## src/design/mem_stage_pkg.sv

```systemverilog
// shared widths, types, op enum and data RAM sizing for the memory stage, used by scoped names
package mem_stage_pkg;

    // ************************************************************
    // widths and field positions
    // ************************************************************
    localparam int XLEN          = 64;  // data and address width
    localparam int BYTE_OFS_BITS = 3;   // byte select within a doubleword
    localparam int RD_LSB        = 7;   // inst[11:7]
    localparam int RS2_LSB       = 20;  // inst[24:20]

    // data RAM geometry
    localparam int DMEM_WORDS    = 256; // depth in 64-bit words
    localparam int DMEM_IDX_BITS = 8;   // word index, addr bits above the byte offset

    // ************************************************************
    // types
    // ************************************************************
    typedef logic [XLEN-1:0] xlen_t;    // data / address word
    typedef logic [31:0]     inst_t;    // raw instruction
    typedef logic [4:0]      reg_id_t;  // gpr number
    typedef logic [7:0]      wmask_t;   // one bit per byte lane

    // what the stage does with the item
    typedef enum logic [3:0] {
        op_none, // bubble or no mem / wb work
        op_alu,  // write alu result
        op_link, // jal / jalr, write pc + 4
        op_csr,  // csr read value arrives on src2
        op_lb,
        op_lh,
        op_lw,
        op_ld,
        op_lbu,
        op_lhu,
        op_lwu,
        op_sb,
        op_sh,
        op_sw,
        op_sd
    } mem_op_e;

endpackage

```

## src/design/mem_stage_reg.sv

```systemverilog
// EX/MEM pipeline register that loads on advance and holds every field during a stall
`timescale 1ns/1ps

module mem_stage_reg (
    input  logic                   clk,
    input  logic                   rst,
    input  logic                   advance,  // wb side ready
    input  logic                   in_valid,
    input  mem_stage_pkg::xlen_t   in_pc,
    input  mem_stage_pkg::inst_t   in_inst,
    input  mem_stage_pkg::mem_op_e in_op,
    input  mem_stage_pkg::xlen_t   in_alu,
    input  mem_stage_pkg::xlen_t   in_src2,
    output logic                   q_valid,
    output mem_stage_pkg::xlen_t   q_pc,
    output mem_stage_pkg::inst_t   q_inst,
    output mem_stage_pkg::mem_op_e q_op,
    output mem_stage_pkg::xlen_t   q_alu,
    output mem_stage_pkg::xlen_t   q_src2
);

    // ************************************************************
    // control part cleared on reset
    // ************************************************************
    always_ff @(posedge clk) begin
        if (rst) begin
            q_valid <= 1'b0;
            q_op    <= mem_stage_pkg::op_none;
        end else if (advance) begin
            q_valid <= in_valid; // bubbles pass in as given
            q_op    <= in_op;
        end
        // else hold while wb stalls
    end

    // payload part loads together with the control part
    always_ff @(posedge clk) begin
        if (advance) begin
            q_pc   <= in_pc;
            q_inst <= in_inst;
            q_alu  <= in_alu;  // result or effective address
            q_src2 <= in_src2; // store data / csr read value
        end
    end

endmodule

```

## config.mk

```make
export PLATFORM = sky130hd
export DESIGN_NAME = mem_stage_reg
export DESIGN_NICKNAME = d
export VERILOG_FILES = /design/src/design/mem_stage_pkg.sv /design/src/design/mem_stage_reg.sv
export SDC_FILE = /design/constraint.sdc
export NUM_CORES = 1
export LEC_CHECK = 0
export BUFFER_PORTS_ARGS = -buffer_cell sky130_fd_sc_hd__buf_4
export CAP_MARGIN = 20
export CELL_PAD_IN_SITES_DETAIL_PLACEMENT = 0
export CELL_PAD_IN_SITES_GLOBAL_PLACEMENT = 2
export CORE_AREA = 4 4 179 181
export CTS_BUF_LIST = sky130_fd_sc_hd__clkbuf_16
export CTS_CLUSTER_SIZE = 30
export DETAILED_ROUTE_END_ITERATION = 10
export DIE_AREA = 0 0 183 185
export GPL_TIMING_DRIVEN = 0
export PLACE_DENSITY = 0.64
export SKIP_LAST_GASP = 1
export SYNTH_ARGS = -nofsm -noshare
export SYNTH_HDL_FRONTEND = slang
export SYNTH_SLANG_ARGS = --single-unit
```

## constraint.sdc

```tcl
create_clock -name clk -period 1.3 [get_ports clk]
set_input_delay 0.195 -clock clk [delete_from_list [all_inputs] [get_ports clk]]
set_output_delay 0.195 -clock clk [all_outputs]
set_load 0.005 [all_outputs]
```

==> impl_results.html, run 1 <==
<table>
<tr><th>Metric</th><th>Value</th></tr>
<tr><th colspan="2">Status</th></tr>
<tr><td>Run status</td><td>did not finish</td></tr>
<tr><td>Stage where the flow stopped</td><td>4_1_cts</td></tr>
<tr><td>Tool error</td><td>[ERROR RSZ-0060] Max buffer count reached.</td></tr>
<tr><th colspan="2">Logic synthesis</th></tr>
<tr><td>Count of cell types in the netlist</td><td>5</td></tr>
<tr><td>Synthesized-area fraction occupied by ao, oa, aoi and oai cells</td><td>0</td></tr>
<tr><td>Syn Nets</td><td>roughly 470</td></tr>
<tr><td>Count of warnings emitted by yosys</td><td>0</td></tr>
<tr><td>Post-Syn Instances</td><td>240</td></tr>
<tr><td>Most frequently used cell type in the post-synthesis netlist</td><td>sky130_fd_sc_hd__edfxtp_1</td></tr>
<tr><td>Simple-gate area share of the yosys netlist</td><td>0.00272</td></tr>
<tr><td>Primary FF master, synth</td><td>sky130_fd_sc_hd__edfxtp_1</td></tr>
<tr><td>Dominant combinational cell family by area after synthesis</td><td>multiplexers</td></tr>
<tr><td>Number of synthesized flops with an enable pin</td><td>roughly 220</td></tr>
<tr><td>Top-area cell type share of the netlist area</td><td>0.974</td></tr>
<tr><td>Sequential area share after synthesis</td><td>0.988</td></tr>
<tr><td>Most used standard cells in the synthesized netlist</td><td>sky130_fd_sc_hd__edfxtp_1, sky130_fd_sc_hd__dfxtp_1, sky130_fd_sc_hd__mux2i_1, sky130_fd_sc_hd__nor2_1, sky130_fd_sc_hd__buf_6</td></tr>
<tr><td>Post-Synthesis Mean Instance Area</td><td>~29 um^2</td></tr>
<tr><td>Area of the mapped netlist</td><td>approximately 6900 um^2</td></tr>
<tr><td>Share of flip-flops with an asynchronous set or reset after synthesis</td><td>0</td></tr>
<tr><td>Fraction of synthesized cell area in xor and xnor cells</td><td>0</td></tr>
<tr><td>Multiplexer area fraction after synthesis</td><td>0.00725</td></tr>
<tr><td>Share of synthesized cell area in full adder, half adder and majority cells</td><td>0</td></tr>
<tr><td>Post-synthesis sequential element count</td><td>around 230</td></tr>
<tr><td>Post-synth top area cell</td><td>sky130_fd_sc_hd__edfxtp_1</td></tr>
<tr><td>Largest cells by area after synthesis</td><td>sky130_fd_sc_hd__edfxtp_1, sky130_fd_sc_hd__dfxtp_1, sky130_fd_sc_hd__mux2i_1, sky130_fd_sc_hd__nor2_1, sky130_fd_sc_hd__buf_6</td></tr>
<tr><th colspan="2">CTS</th></tr>
<tr><td>Setup fix buffers added after clock tree synthesis</td><td>0</td></tr>
<tr><td>H-tree depth</td><td>1</td></tr>
<tr><td>Root Buffer</td><td>sky130_fd_sc_hd__clkbuf_16</td></tr>
<tr><td>Inserted Clock Buffers</td><td>26</td></tr>
<tr><td>Buffer levels on the longest clock path</td><td>3</td></tr>
<tr><td>Count of hold-fix buffers inserted at cts</td><td>between 200 and 250</td></tr>
<tr><td>Post-cts resize count</td><td>16</td></tr>
<tr><td>Number of sinks on the clock net</td><td>between 200 and 250</td></tr>
<tr><th colspan="2">Floorplan</th></tr>
<tr><td>Die Y-Extent</td><td>185 um</td></tr>
<tr><td>Die X</td><td>183 um</td></tr>
<tr><td>Ports</td><td>461</td></tr>
<tr><td>Row count</td><td>between 60 and 70</td></tr>
<tr><td>Initial Utilization</td><td>0.227</td></tr>
<tr><th colspan="2">Place</th></tr>
<tr><td>Gp weighted congestion</td><td>~0.72</td></tr>
<tr><td>Worst setup slack before clock tree synthesis</td><td>-0.168 ns</td></tr>
<tr><td>Number of placed instances, taps included</td><td>between 1000 and 1500</td></tr>
<tr><td>Count of buffers inserted at the top-level ports</td><td>between 400 and 500</td></tr>
</table>
## cells by family after synthesis
logic type / after synthesis
DFF: 229
muxes: 5
buffers and inverters: 1
and+or+nand+nor: 5
## through the flow
step	instance area (um^2)	hold WS [ns]
after global placement	10900	0.373
after floorplan	6910	0.267
after detailed placement	10900	0.374
==> run 2: changes to the inputs <==
==> config.mk (replaced) <==
export PLATFORM = sky130hd
export DESIGN_NAME = mem_stage_reg
export DESIGN_NICKNAME = d
export VERILOG_FILES = /design/src/design/mem_stage_pkg.sv /design/src/design/mem_stage_reg.sv
export SDC_FILE = /design/constraint.sdc
export NUM_CORES = 1
export LEC_CHECK = 0
export BUFFER_PORTS_ARGS = -buffer_cell sky130_fd_sc_hd__buf_4
export CAP_MARGIN = 20
export CORE_MARGIN = 4
export CORE_UTILIZATION = 20
export DETAILED_ROUTE_END_ITERATION = 10
export GPL_TIMING_DRIVEN = 0
export PLACE_DENSITY_LB_ADDON = 0.15
export SKIP_LAST_GASP = 1
export SYNTH_ARGS = -nofsm -noshare
export SYNTH_HDL_FRONTEND = slang
export SYNTH_SLANG_ARGS = --single-unit
==> run 2 against run 1 <==
The flow now finishes, with violations (setup timing). Area after synthesis did not move. Synthesized cell count unchanged.
==> impl_results.html, run 2 <==
<table>
<tr><th>Metric</th><th>Value</th></tr>
<tr><th colspan="2">Pwr</th></tr>
<tr><td>Peak supply drop</td><td>0.876 mV</td></tr>
<tr><td>Power density over cell area</td><td>approximately 1300 nW/um^2</td></tr>
<tr><td>Sum of internal, switching and leakage power</td><td>between 15 and 20 mW</td></tr>
<tr><td>Leakage power</td><td>5.90 nW</td></tr>
<tr><th colspan="2">Logic synthesis</th></tr>
<tr><td>Most frequently used cell type in the post-synthesis netlist</td><td>sky130_fd_sc_hd__edfxtp_1</td></tr>
<tr><td>Count of warnings emitted by yosys</td><td>0</td></tr>
<tr><td>Share of synthesized cell area in full adder, half adder and majority cells</td><td>0</td></tr>
<tr><td>Syn Nets</td><td>roughly 470</td></tr>
<tr><td>Synthesized-area fraction occupied by ao, oa, aoi and oai cells</td><td>0</td></tr>
<tr><td>Dominant combinational cell family by area after synthesis</td><td>multiplexers</td></tr>
<tr><td>Share of flip-flops with an asynchronous set or reset after synthesis</td><td>0</td></tr>
<tr><td>Post-Syn Instances</td><td>240</td></tr>
<tr><td>Number of synthesized flops with an enable pin</td><td>~220</td></tr>
<tr><td>Sequential area share after synthesis</td><td>0.988</td></tr>
<tr><td>Most used standard cells in the synthesized netlist</td><td>sky130_fd_sc_hd__edfxtp_1, sky130_fd_sc_hd__dfxtp_1, sky130_fd_sc_hd__mux2i_1, sky130_fd_sc_hd__nor2_1, sky130_fd_sc_hd__buf_6</td></tr>
<tr><td>Primary FF master, synth</td><td>sky130_fd_sc_hd__edfxtp_1</td></tr>
<tr><td>Fraction of synthesized cell area in xor and xnor cells</td><td>0</td></tr>
<tr><td>Post-Synthesis Mean Instance Area</td><td>approximately 29 um^2</td></tr>
<tr><td>Multiplexer area fraction after synthesis</td><td>0.00725</td></tr>
<tr><td>Area of the mapped netlist</td><td>6910 um^2</td></tr>
<tr><td>Top-area cell type share of the netlist area</td><td>0.974</td></tr>
<tr><td>Simple-gate area share of the yosys netlist</td><td>0.00272</td></tr>
<tr><td>Count of cell types in the netlist</td><td>5</td></tr>
<tr><td>Largest cells by area after synthesis</td><td>sky130_fd_sc_hd__edfxtp_1, sky130_fd_sc_hd__dfxtp_1, sky130_fd_sc_hd__mux2i_1, sky130_fd_sc_hd__nor2_1, sky130_fd_sc_hd__buf_6</td></tr>
<tr><td>Post-synth top area cell</td><td>sky130_fd_sc_hd__edfxtp_1</td></tr>
<tr><td>Post-synthesis sequential element count</td><td>about 230</td></tr>
<tr><th colspan="2">Finish</th></tr>
<tr><td>Filler Cells Inserted</td><td>a little over 3000</td></tr>
<tr><td>Leading registers by flop count</td><td>q_alu: 64 flops, q_pc: 64 flops, q_src2: 64 flops</td></tr>
<tr><td>Syn-to-layout area delta</td><td>105%</td></tr>
<tr><td>Area of all sequential standard cells</td><td>6830 um^2</td></tr>
<tr><td>Area used by multi-input combinational logic</td><td>just under 70 um^2</td></tr>
<tr><td>Layout Utilization</td><td>0.420</td></tr>
<tr><td>Count of nets after finishing</td><td>1192</td></tr>
<tr><td>Commonest non-fill, non-tap cell in the layout</td><td>sky130_fd_sc_hd__buf_4</td></tr>
<tr><td>Share of post-route cells with drive strength above 1</td><td>0.511</td></tr>
<tr><td>Most frequent cells in the layout</td><td>sky130_fd_sc_hd__buf_4, sky130_fd_sc_hd__dlygate4sd3_1, sky130_fd_sc_hd__edfxtp_1, sky130_fd_sc_hd__buf_6, sky130_fd_sc_hd__clkbuf_16</td></tr>
<tr><td>Summed area of non-filler cells in the final layout</td><td>14200 um^2</td></tr>
<tr><td>Inserted Diodes</td><td>0</td></tr>
<tr><th colspan="2">Timing</th></tr>
<tr><td>Crit path time final</td><td>between 1 and 1.5 ns</td></tr>
<tr><td>Final setup violation count</td><td>1</td></tr>
<tr><td>Ratio of final minimum period to clock period</td><td>1.02</td></tr>
<tr><td>Slew at the pin closest to its max-slew limit</td><td>between 0.7 and 0.8 ns</td></tr>
<tr><td>Final-report max-slew violation count</td><td>0</td></tr>
<tr><td>Post-route setup TNS</td><td>-0.0226 ns</td></tr>
<tr><td>Unrepaired setup endpoints after global routing</td><td>yes</td></tr>
<tr><td>Final hold vios</td><td>0</td></tr>
<tr><td>Final worst slack</td><td>-0.0226 ns</td></tr>
<tr><td>Worst slew margin relative to its limit</td><td>0.515</td></tr>
<tr><td>FMAX</td><td>approximately 0.76 GHz</td></tr>
<tr><td>Final worst clock skew</td><td>0 ns</td></tr>
<tr><th colspan="2">Critical path</th></tr>
<tr><td>Top cell family by delay on the critical path</td><td>flip-flops</td></tr>
<tr><td>Worst Setup Start Kind</td><td>flop</td></tr>
<tr><td>Max incr delay on CP</td><td>0.45 ns</td></tr>
<tr><td>Endpoint class of the critical path</td><td>output port</td></tr>
<tr><td>Master of the slowest instance on the critical path</td><td>sky130_fd_sc_hd__edfxtp_1</td></tr>
<tr><td>WP data arrival</td><td>around 1.1 ns</td></tr>
<tr><td>Worst setup path class</td><td>reg2out</td></tr>
<tr><td>Biggest fanout along the worst timing path</td><td>1</td></tr>
<tr><td>Required arrival time at the worst endpoint</td><td>around 1.1 ns</td></tr>
<tr><td>Buf+Inv Stages, Crit Path</td><td>1</td></tr>
<tr><td>Worst-path cell chain</td><td>buf_6</td></tr>
<tr><th colspan="2">CTS</th></tr>
<tr><td>Worst-skew pair later-pin latency</td><td>0.53 ns</td></tr>
<tr><td>Inserted Clock Buffers</td><td>27</td></tr>
<tr><td>Buffer levels on the longest clock path</td><td>3</td></tr>
<tr><td>Root Buffer</td><td>sky130_fd_sc_hd__clkbuf_16</td></tr>
<tr><td>CTS tree</td><td>done</td></tr>
<tr><td>Clock edge transition at the registers on the reported setup and hold paths</td><td>approximately 0.050 ns</td></tr>
<tr><td>H-tree depth</td><td>1</td></tr>
<tr><td>Number of sinks on the clock net</td><td>approximately 230</td></tr>
<tr><th colspan="2">Routing</th></tr>
<tr><td>First-iteration detailed-routing DRC count</td><td>about 110</td></tr>
<tr><td>Total number of vias</td><td>roughly 5200</td></tr>
<tr><td>DRC violation count after routing</td><td>0</td></tr>
<tr><td>Number of nets with antenna violations after routing</td><td>0</td></tr>
<tr><td>Via-per-instance ratio</td><td>around 3.7</td></tr>
<tr><td>Final routed wire length divided by cell count</td><td>roughly 16 um</td></tr>
<tr><td>Post-Route WL</td><td>23.2 mm</td></tr>
<tr><td>Number of detailed-route iterations in the first pass</td><td>4</td></tr>
<tr><th colspan="2">Floorplan</th></tr>
<tr><td>Ports</td><td>approximately 460</td></tr>
<tr><td>Die area</td><td>approximately 38000 um^2</td></tr>
<tr><td>Die Y-Extent</td><td>194 um</td></tr>
<tr><td>Core outline area</td><td>about 34000 um^2</td></tr>
<tr><td>Row count</td><td>67</td></tr>
<tr><td>Initial Utilization</td><td>0.204</td></tr>
<tr><td>Die X</td><td>approximately 190 um</td></tr>
<tr><th colspan="2">Worst hold path</th></tr>
<tr><td>Worst min path class</td><td>in2reg</td></tr>
<tr><th colspan="2">Global routing</th></tr>
<tr><td>Met2 usage</td><td>0.218</td></tr>
<tr><td>Initial antenna violation count</td><td>0</td></tr>
<tr><td>Grt met1 use</td><td>0.122</td></tr>
<tr><td>Total grt overflow</td><td>0</td></tr>
<tr><td>Met3 usage</td><td>0.0471</td></tr>
<tr><td>Number of global-route vias before repair</td><td>6004</td></tr>
<tr><td>Wire length of the first global-routing pass</td><td>approximately 35 mm</td></tr>
<tr><td>Largest net degree at the start of global routing</td><td>121</td></tr>
<tr><td>Highest-utilization routing layer at the global route stage</td><td>met2</td></tr>
<tr><td>Total Routing Usage GR</td><td>0.118</td></tr>
<tr><th colspan="2">Status</th></tr>
<tr><td>Run status</td><td>finished with violations</td></tr>
<tr><td>Violations in the final reports</td><td>setup timing</td></tr>
<tr><th colspan="2">Place</th></tr>
<tr><td>Count of buffers inserted at the top-level ports</td><td>between 400 and 500</td></tr>
<tr><td>Worst setup slack before clock tree synthesis</td><td>-0.544 ns</td></tr>
<tr><td>Post-detailed-placement cell area</td><td>11000 um^2</td></tr>
<tr><td>Gp weighted congestion</td><td>a little under 0.8</td></tr>
<tr><th colspan="2">Flow run</th></tr>
<tr><td>Maximum capacitance violations</td><td>0</td></tr>
</table>
-- run 2: cell counts after synthesis --
No cell type changed its count.
-- run 2: cell type report --
class / count / share of cell area
Buffer: 1 / 0.000794
Clock buffer: 33 / 0.0492
Sequential cell: 229 / 0.481
Clock inverter: 11 / 0.00776
Multi-Input combinational cell: 10 / 0.00485
Timing Repair Buffer: 691 / 0.416
Tap cell: 448 / 0.0395
-- run 2: cells by family (layout without fill, tap and decap cells) --
| group | after synthesis | in the layout |
|---|---|---|
| flops | 229 | 229 |
| mux | 5 | 5 |
| simple gates | 5 | 5 |
| buf+inv | 1 | 736 |
-- run 2: path summary, 6_finish.rpt --
check | from | end | slack, ns | cells after the start
max | q_pc[41] | q_pc[41] | -0.02 | 1
min reg2reg | q_op[2] | q_op[2] | 0.51 | 2
max reg2reg | q_valid | q_valid | 0.68 | 2
min | advance | q_src2[31] | 0.12 | 1
-- run 2: power by group --
group,switching (mW),leakage [nW],internal [mW]
registers,0.191,2.23,8.76
clock network,2.80,0.399,4.17
logic,0.744,3.27,1.58
total,3.73,5.90,14.5
-- run 2: timing repair --
item / in CTS / in global routing
setup buffers: 0 / 0
hold endpoints to repair: 229 / 0
setup endpoints to repair: 13 / 88
hold buffers: 230 / 0
resized for setup: 9 / 21
-- run 2: metrics by stage --
| stage | instances | hold slack, ns |
|---|---|---|
| floorplan | 240 | 0.267 |
| global placement | 1148 | 0.373 |
| detailed placement | 1149 | 0.374 |
| CTS | 1423 | 0.267 |
| global route | 1423 | 0.137 |
| finish | 1423 | 0.118 |
-- run 2: per-layer routing --
layer,up-vias,wire length (um)
met2,274,12300
met1,2492,8030
li1,2410,-
met3,38,2100
met4,0,738
met5,-,0
(Power assumes the default switching activity.)
==> run 3: changes to the inputs <==
--- a/config.mk
+++ b/config.mk
@@ -12,6 +12,7 @@
 export DETAILED_ROUTE_END_ITERATION = 10
 export GPL_TIMING_DRIVEN = 0
 export PLACE_DENSITY_LB_ADDON = 0.15
+export SKIP_CTS_REPAIR_TIMING = 1
 export SKIP_LAST_GASP = 1
 export SYNTH_ARGS = -nofsm -noshare
 export SYNTH_HDL_FRONTEND = slang
==> run 3 against run 2 <==
The run still ends with setup timing left. Flip-flop and latch count did not move. Non-clock buffer count did not move. Clock skew did not move. Design area barely moved. Via count rose by 0.40%. Critical path depth did not move. Utilization barely moved. First-iteration DRC count rose by 10%. Critical path type unchanged. Critical endpoint unchanged. Largest cell class unchanged. Highest routed layer unchanged.
==> impl_results.html, run 3 (same netlist as run 2, synthesis figures left out) <==
<table>
<tr><th>Metric</th><th>Value</th></tr>
<tr><th colspan="2">Global routing</th></tr>
<tr><td>Number of global-route vias before repair</td><td>~4900</td></tr>
<tr><td>Total grt overflow</td><td>0</td></tr>
<tr><td>Wire length of the first global-routing pass</td><td>30.6 mm</td></tr>
<tr><td>Highest-utilization routing layer at the global route stage</td><td>met2</td></tr>
<tr><td>Met2 usage</td><td>0.196</td></tr>
<tr><td>Grt met1 use</td><td>0.103</td></tr>
<tr><td>Largest net degree at the start of global routing</td><td>~120</td></tr>
<tr><td>Initial antenna violation count</td><td>2</td></tr>
<tr><td>Met3 usage</td><td>0.0568</td></tr>
<tr><td>Total Routing Usage GR</td><td>0.106</td></tr>
<tr><th colspan="2">Floorplan</th></tr>
<tr><td>Die Y-Extent</td><td>just under 200 um</td></tr>
<tr><td>Die X</td><td>just under 200 um</td></tr>
<tr><td>Die area</td><td>approximately 38000 um^2</td></tr>
<tr><td>Ports</td><td>around 460</td></tr>
<tr><td>Row count</td><td>between 60 and 70</td></tr>
<tr><td>Core outline area</td><td>between 30000 and 40000 um^2</td></tr>
<tr><td>Initial Utilization</td><td>0.204</td></tr>
<tr><th colspan="2">Routing</th></tr>
<tr><td>Number of detailed-route iterations in the first pass</td><td>4</td></tr>
<tr><td>Final routed wire length divided by cell count</td><td>around 16 um</td></tr>
<tr><td>Total number of vias</td><td>approximately 5200</td></tr>
<tr><td>Post-Route WL</td><td>around 23 mm</td></tr>
<tr><td>Via-per-instance ratio</td><td>3.67</td></tr>
<tr><td>First-iteration detailed-routing DRC count</td><td>between 100 and 150</td></tr>
<tr><td>Number of nets with antenna violations after routing</td><td>0</td></tr>
<tr><td>DRC violation count after routing</td><td>0</td></tr>
<tr><th colspan="2">Critical path</th></tr>
<tr><td>R2r startpoint</td><td>q_op[1]</td></tr>
<tr><td>Total stage count of the critical path</td><td>1</td></tr>
<tr><td>Worst r2r path cells</td><td>3</td></tr>
<tr><td>Beginning of the critical path</td><td>q_pc[41]</td></tr>
<tr><td>Biggest fanout along the worst timing path</td><td>1</td></tr>
<tr><td>Master of the slowest instance on the critical path</td><td>sky130_fd_sc_hd__edfxtp_1</td></tr>
<tr><td>Endpoint class of the critical path</td><td>output port</td></tr>
<tr><td>Max incr delay on CP</td><td>~0.45 ns</td></tr>
<tr><td>Top cell family by delay on the critical path</td><td>flip-flops</td></tr>
<tr><td>Worst-path cell chain</td><td>buf_6</td></tr>
<tr><td>Buf+Inv Stages, Crit Path</td><td>1</td></tr>
<tr><td>Worst setup path class</td><td>reg2out</td></tr>
<tr><td>Worst Setup Start Kind</td><td>flop</td></tr>
<tr><td>Required arrival time at the worst endpoint</td><td>about 1.1 ns</td></tr>
<tr><td>WP data arrival</td><td>about 1.1 ns</td></tr>
<tr><th colspan="2">Pwr</th></tr>
<tr><td>Leakage power</td><td>around 6 nW</td></tr>
<tr><td>Power density over cell area</td><td>roughly 1300 nW/um^2</td></tr>
<tr><td>Peak supply drop</td><td>roughly 0.87 mV</td></tr>
<tr><th colspan="2">Finish</th></tr>
<tr><td>Share of post-route cells with drive strength above 1</td><td>0.511</td></tr>
<tr><td>Layout Utilization</td><td>0.420</td></tr>
<tr><td>Commonest non-fill, non-tap cell in the layout</td><td>sky130_fd_sc_hd__buf_4</td></tr>
<tr><td>Syn-to-layout area delta</td><td>105%</td></tr>
<tr><td>Most frequent cells in the layout</td><td>sky130_fd_sc_hd__buf_4, sky130_fd_sc_hd__dlygate4sd3_1, sky130_fd_sc_hd__edfxtp_1, sky130_fd_sc_hd__buf_6, sky130_fd_sc_hd__clkbuf_16</td></tr>
<tr><td>Leading registers by flop count</td><td>q_alu: 64 flops, q_pc: 64 flops, q_src2: 64 flops</td></tr>
<tr><td>Count of nets after finishing</td><td>~1200</td></tr>
<tr><th colspan="2">Timing</th></tr>
<tr><td>Final hold vios</td><td>0</td></tr>
<tr><td>Worst slew margin relative to its limit</td><td>0.521</td></tr>
<tr><td>Unrepaired setup endpoints after global routing</td><td>yes</td></tr>
<tr><td>FMAX</td><td>about 0.76 GHz</td></tr>
<tr><td>Ratio of final minimum period to clock period</td><td>1.02</td></tr>
<tr><td>Worst hold slack</td><td>roughly 0.12 ns</td></tr>
<tr><td>Final setup violation count</td><td>1</td></tr>
<tr><td>Final worst slack</td><td>-0.0214 ns</td></tr>
<tr><td>Final worst clock skew</td><td>0 ns</td></tr>
<tr><td>Slew at the pin closest to its max-slew limit</td><td>between 0.7 and 0.8 ns</td></tr>
<tr><td>Crit path time final</td><td>approximately 1.3 ns</td></tr>
<tr><td>Final-report max-slew violation count</td><td>0</td></tr>
<tr><th colspan="2">Worst hold path</th></tr>
<tr><td>Worst min path class</td><td>in2reg</td></tr>
<tr><td>Worst Hold Launch</td><td>advance</td></tr>
<tr><td>Number of stages on the worst hold path</td><td>1</td></tr>
<tr><th colspan="2">Place</th></tr>
<tr><td>Gp weighted congestion</td><td>just under 0.8</td></tr>
<tr><td>Count of buffers inserted at the top-level ports</td><td>460</td></tr>
<tr><td>Worst setup slack before clock tree synthesis</td><td>-0.544 ns</td></tr>
<tr><th colspan="2">Flow run</th></tr>
<tr><td>Maximum capacitance violations</td><td>0</td></tr>
<tr><th colspan="2">Status</th></tr>
<tr><td>Run status</td><td>finished with violations</td></tr>
<tr><td>Violations in the final reports</td><td>setup timing</td></tr>
<tr><th colspan="2">CTS</th></tr>
<tr><td>Inserted Clock Buffers</td><td>27</td></tr>
<tr><td>Worst-skew pair later-pin latency</td><td>0.53 ns</td></tr>
<tr><td>H-tree depth</td><td>1</td></tr>
<tr><td>Root Buffer</td><td>sky130_fd_sc_hd__clkbuf_16</td></tr>
<tr><td>Clock edge transition at the registers on the reported setup and hold paths</td><td>around 0.050 ns</td></tr>
<tr><td>Number of sinks on the clock net</td><td>229</td></tr>
<tr><td>Buffer levels on the longest clock path</td><td>3</td></tr>
<tr><td>CTS tree</td><td>done</td></tr>
</table>
-- run 3: path summary, 6_finish.rpt --
kind	to	slack, ns
setup / recovery	q_pc[41]	-0.02
hold / removal	q_src2[31]	0.12
setup reg to reg	q_op[1]	0.16
hold reg to reg	q_op[3]	0.51
-- run 3: layout make-up --
class	count	area, um^2
fill	3023	19600
sequential	229	6830
timing repair buffer	691	5890
clock buffer	33	698
tap	448	561
clock inverter	11	110
multi-input combinational	10	68.8
buffer	1	11.3
antenna	2	5.00
-- run 3: power by group --
| part | internal, mW | leakage, nW | switching [mW] |
|---|---|---|---|
| Combinational | 1.58 | 3.27 | 0.750 |
| Clock | 4.17 | 0.399 | 2.80 |
| Sequential | 8.76 | 2.23 | 0.190 |
-- run 3: stage by stage --
stage	setup TNS (ns)	power, mW	cell area, um^2	instances
3_5_place_dp	-60.19	10.8	11000	1149
2_1_floorplan	0	9.16	6910	240
3_3_place_gp	-312.60	10.8	10900	1148
6_report	-0.0214	18.2	14200	1425
4_1_cts	-0.282	18.0	11800	1193
5_1_grt	-0.477	19.1	14200	1425
-- run 3: per-layer routing --
metal / vias to the layer above / part of all wire
met4: 0 / 0.029
li1: 2416 / -
met5: - / 0
met1: 2497 / 0.35
met3: 39 / 0.093
met2: 283 / 0.53
==> run 4: changes to the inputs <==
--- a/config.mk
+++ b/config.mk
@@ -6,12 +6,12 @@
 export NUM_CORES = 1
 export LEC_CHECK = 0
 export BUFFER_PORTS_ARGS = -buffer_cell sky130_fd_sc_hd__buf_4
-export CAP_MARGIN = 20
 export CORE_MARGIN = 4
 export CORE_UTILIZATION = 20
 export DETAILED_ROUTE_END_ITERATION = 10
 export GPL_TIMING_DRIVEN = 0
 export PLACE_DENSITY_LB_ADDON = 0.15
+export RECOVER_POWER = 25
 export SKIP_CTS_REPAIR_TIMING = 1
 export SKIP_LAST_GASP = 1
 export SYNTH_ARGS = -nofsm -noshare
==> constraint.sdc (replaced) <==
create_clock -name clk -period 1.15 [get_ports clk]
set_input_delay 0.1725 -clock clk [delete_from_list [all_inputs] [get_ports clk]]
set_output_delay 0.1725 -clock clk [all_outputs]
set_load 0.005 [all_outputs]
==> run 4 against run 3 <==
Sequential share of layout area down 0.87 points. Combinational power up 17%. The run still ends with setup timing left. First-iteration DRC count up 14%.
==> impl_results.html, run 4 (same netlist as run 2, synthesis figures left out) <==
<table>
<tr><th>Metric</th><th>Value</th></tr>
<tr><th colspan="2">Routing</th></tr>
<tr><td>Total number of vias</td><td>5215</td></tr>
<tr><td>First-iteration detailed-routing DRC count</td><td>between 100 and 150</td></tr>
<tr><td>Via-per-instance ratio</td><td>3.66</td></tr>
<tr><td>Number of nets with antenna violations after routing</td><td>0</td></tr>
<tr><td>Post-Route WL</td><td>between 20 and 25 mm</td></tr>
<tr><td>Number of detailed-route iterations in the first pass</td><td>5</td></tr>
<tr><td>DRC violation count after routing</td><td>0</td></tr>
<tr><td>Final routed wire length divided by cell count</td><td>about 16 um</td></tr>
<tr><th colspan="2">Timing</th></tr>
<tr><td>FMAX</td><td>approximately 0.77 GHz</td></tr>
<tr><td>Ratio of final minimum period to clock period</td><td>1.13</td></tr>
<tr><td>Worst hold slack</td><td>around 0.11 ns</td></tr>
<tr><td>Slew at the pin closest to its max-slew limit</td><td>between 0.7 and 0.8 ns</td></tr>
<tr><td>Final worst clock skew</td><td>0 ns</td></tr>
<tr><td>Final worst slack</td><td>-0.148 ns</td></tr>
<tr><td>Final hold vios</td><td>0</td></tr>
<tr><td>Post-route setup TNS</td><td>-13.27 ns</td></tr>
<tr><td>Final-report max-slew violation count</td><td>0</td></tr>
<tr><td>Worst slew margin relative to its limit</td><td>0.528</td></tr>
<tr><td>Unrepaired setup endpoints after global routing</td><td>yes</td></tr>
<tr><td>Crit path time final</td><td>~1.3 ns</td></tr>
<tr><td>Final setup violation count</td><td>about 220</td></tr>
<tr><th colspan="2">Worst hold path</th></tr>
<tr><td>Worst min path class</td><td>in2reg</td></tr>
<tr><td>Worst-case hold path end point</td><td>q_src2[27]</td></tr>
<tr><td>Number of stages on the worst hold path</td><td>1</td></tr>
<tr><td>Worst Hold Launch</td><td>advance</td></tr>
<tr><th colspan="2">Finish</th></tr>
<tr><td>Summed area of non-filler cells in the final layout</td><td>approximately 14000 um^2</td></tr>
<tr><td>Leading registers by flop count</td><td>q_alu: 64 flops, q_pc: 64 flops, q_src2: 64 flops</td></tr>
<tr><td>Commonest non-fill, non-tap cell in the layout</td><td>sky130_fd_sc_hd__buf_4</td></tr>
<tr><td>Count of nets after finishing</td><td>1192</td></tr>
<tr><td>Most frequent cells in the layout</td><td>sky130_fd_sc_hd__buf_4, sky130_fd_sc_hd__dlygate4sd3_1, sky130_fd_sc_hd__edfxtp_1, sky130_fd_sc_hd__buf_6, sky130_fd_sc_hd__clkbuf_4</td></tr>
<tr><td>Syn-to-layout area delta</td><td>109%</td></tr>
<tr><td>Share of post-route cells with drive strength above 1</td><td>0.516</td></tr>
<tr><td>Area of all sequential standard cells</td><td>between 6000 and 7000 um^2</td></tr>
<tr><td>Post-Layout Cell Count</td><td>approximately 1400</td></tr>
<tr><td>Area used by multi-input combinational logic</td><td>around 69 um^2</td></tr>
<tr><td>Filler Cells Inserted</td><td>3005</td></tr>
<tr><th colspan="2">CTS</th></tr>
<tr><td>Number of sinks on the clock net</td><td>229</td></tr>
<tr><td>Worst-skew pair later-pin latency</td><td>between 0.5 and 0.6 ns</td></tr>
<tr><td>Buffer levels on the longest clock path</td><td>3</td></tr>
<tr><td>Clock edge transition at the registers on the reported setup and hold paths</td><td>roughly 0.050 ns</td></tr>
<tr><td>CTS tree</td><td>done</td></tr>
<tr><td>H-tree depth</td><td>1</td></tr>
<tr><td>Inserted Clock Buffers</td><td>27</td></tr>
<tr><td>Root Buffer</td><td>sky130_fd_sc_hd__clkbuf_16</td></tr>
<tr><th colspan="2">Floorplan</th></tr>
<tr><td>Initial Utilization</td><td>0.204</td></tr>
<tr><td>Core outline area</td><td>roughly 34000 um^2</td></tr>
<tr><td>Die X</td><td>about 190 um</td></tr>
<tr><td>Die area</td><td>around 38000 um^2</td></tr>
<tr><td>Die Y-Extent</td><td>between 150 and 200 um</td></tr>
<tr><td>Row count</td><td>between 60 and 70</td></tr>
<tr><td>Ports</td><td>around 460</td></tr>
<tr><th colspan="2">Pwr</th></tr>
<tr><td>Peak supply drop</td><td>around 0.99 mV</td></tr>
<tr><td>Power density over cell area</td><td>between 1000 and 1500 nW/um^2</td></tr>
<tr><td>Leakage power</td><td>slightly below 6 nW</td></tr>
<tr><th colspan="2">Place</th></tr>
<tr><td>Number of placed instances, taps included</td><td>about 1100</td></tr>
<tr><td>Gp weighted congestion</td><td>0.771</td></tr>
<tr><td>Post-detailed-placement cell area</td><td>around 11000 um^2</td></tr>
<tr><td>Count of buffers inserted at the top-level ports</td><td>460</td></tr>
<tr><td>Worst setup slack before clock tree synthesis</td><td>-0.672 ns</td></tr>
<tr><th colspan="2">Critical path</th></tr>
<tr><td>Master of the slowest instance on the critical path</td><td>sky130_fd_sc_hd__edfxtp_1</td></tr>
<tr><td>Endpoint of the worst-slack reg-to-reg timing path</td><td>q_valid</td></tr>
<tr><td>Worst-path cell chain</td><td>buf_6</td></tr>
<tr><td>Required arrival time at the worst endpoint</td><td>0.98 ns</td></tr>
<tr><td>Buf+Inv Stages, Crit Path</td><td>1</td></tr>
<tr><td>WP data arrival</td><td>~1.1 ns</td></tr>
<tr><td>Top cell family by delay on the critical path</td><td>flip-flops</td></tr>
<tr><td>Worst r2r path cells</td><td>2</td></tr>
<tr><td>Endpoint class of the critical path</td><td>output port</td></tr>
<tr><td>Max incr delay on CP</td><td>between 0.4 and 0.5 ns</td></tr>
<tr><td>Worst Setup Start Kind</td><td>flop</td></tr>
<tr><td>Flop2flop setup slack</td><td>approximately 0.52 ns</td></tr>
<tr><td>Biggest fanout along the worst timing path</td><td>1</td></tr>
<tr><td>Worst setup path class</td><td>reg2out</td></tr>
<tr><td>R2r startpoint</td><td>q_valid</td></tr>
<tr><th colspan="2">Global routing</th></tr>
<tr><td>Total Routing Usage GR</td><td>0.106</td></tr>
<tr><td>Wire length of the first global-routing pass</td><td>between 30 and 40 mm</td></tr>
<tr><td>Largest net degree at the start of global routing</td><td>around 120</td></tr>
<tr><td>Total grt overflow</td><td>0</td></tr>
<tr><td>Number of global-route vias before repair</td><td>between 4000 and 5000</td></tr>
<tr><td>Initial antenna violation count</td><td>2</td></tr>
<tr><th colspan="2">Status</th></tr>
<tr><td>Run status</td><td>finished with violations</td></tr>
<tr><td>Violations in the final reports</td><td>setup timing</td></tr>
<tr><th colspan="2">Flow run</th></tr>
<tr><td>Maximum capacitance violations</td><td>0</td></tr>
</table>
-- run 4: worst max path at each step --
stage	from	endpoint	slack [ns]	cells past startpoint
floorplan	advance	q_op[0]	0.56	3
global placement	advance	q_op[1]	-1.70	4
detailed placement	advance	q_alu[0]	-0.67	2
CTS	q_pc[41]	q_pc[41]	-0.21	1
global route	q_pc[41]	q_pc[41]	-0.20	1
finish	q_pc[41]	q_pc[41]	-0.15	1
-- run 4: per-layer routing --
layer  share of wire  track usage
met1            0.34        0.103
met4           0.034       0.0266
met5               0            0
met2            0.53        0.196
met3           0.095       0.0568
-- run 4: through the flow --
| step | power, mW | util |
|---|---|---|
| 2_1_floorplan | 10.4 | - |
| 3_3_place_gp | 12.2 | 0.323 |
| 3_5_place_dp | 12.2 | 0.324 |
| 4_1_cts | 20.3 | 0.348 |
| 5_1_grt | 21.7 | 0.428 |
| 6_report | 20.8 | 0.428 |
-- run 4: cell type report --
class,count,share of cell area
flip-flops and latches,229,0.473
repair buffers,691,0.426
clock buffers,33,0.0483
well taps,448,0.0388
clock inverters,11,0.00762
multi-input cells,10,0.00476
plain buffers,1,0.000779
diodes,2,0.000346
-- run 4: power breakdown --
part | switching [mW] | leakage (nW) | internal (mW)
registers | 0.254 | 2.24 | 9.91
logic | 0.839 | 3.33 | 1.88
clock network | 3.17 | 0.399 | 4.72
total | 4.26 | 5.97 | 16.5
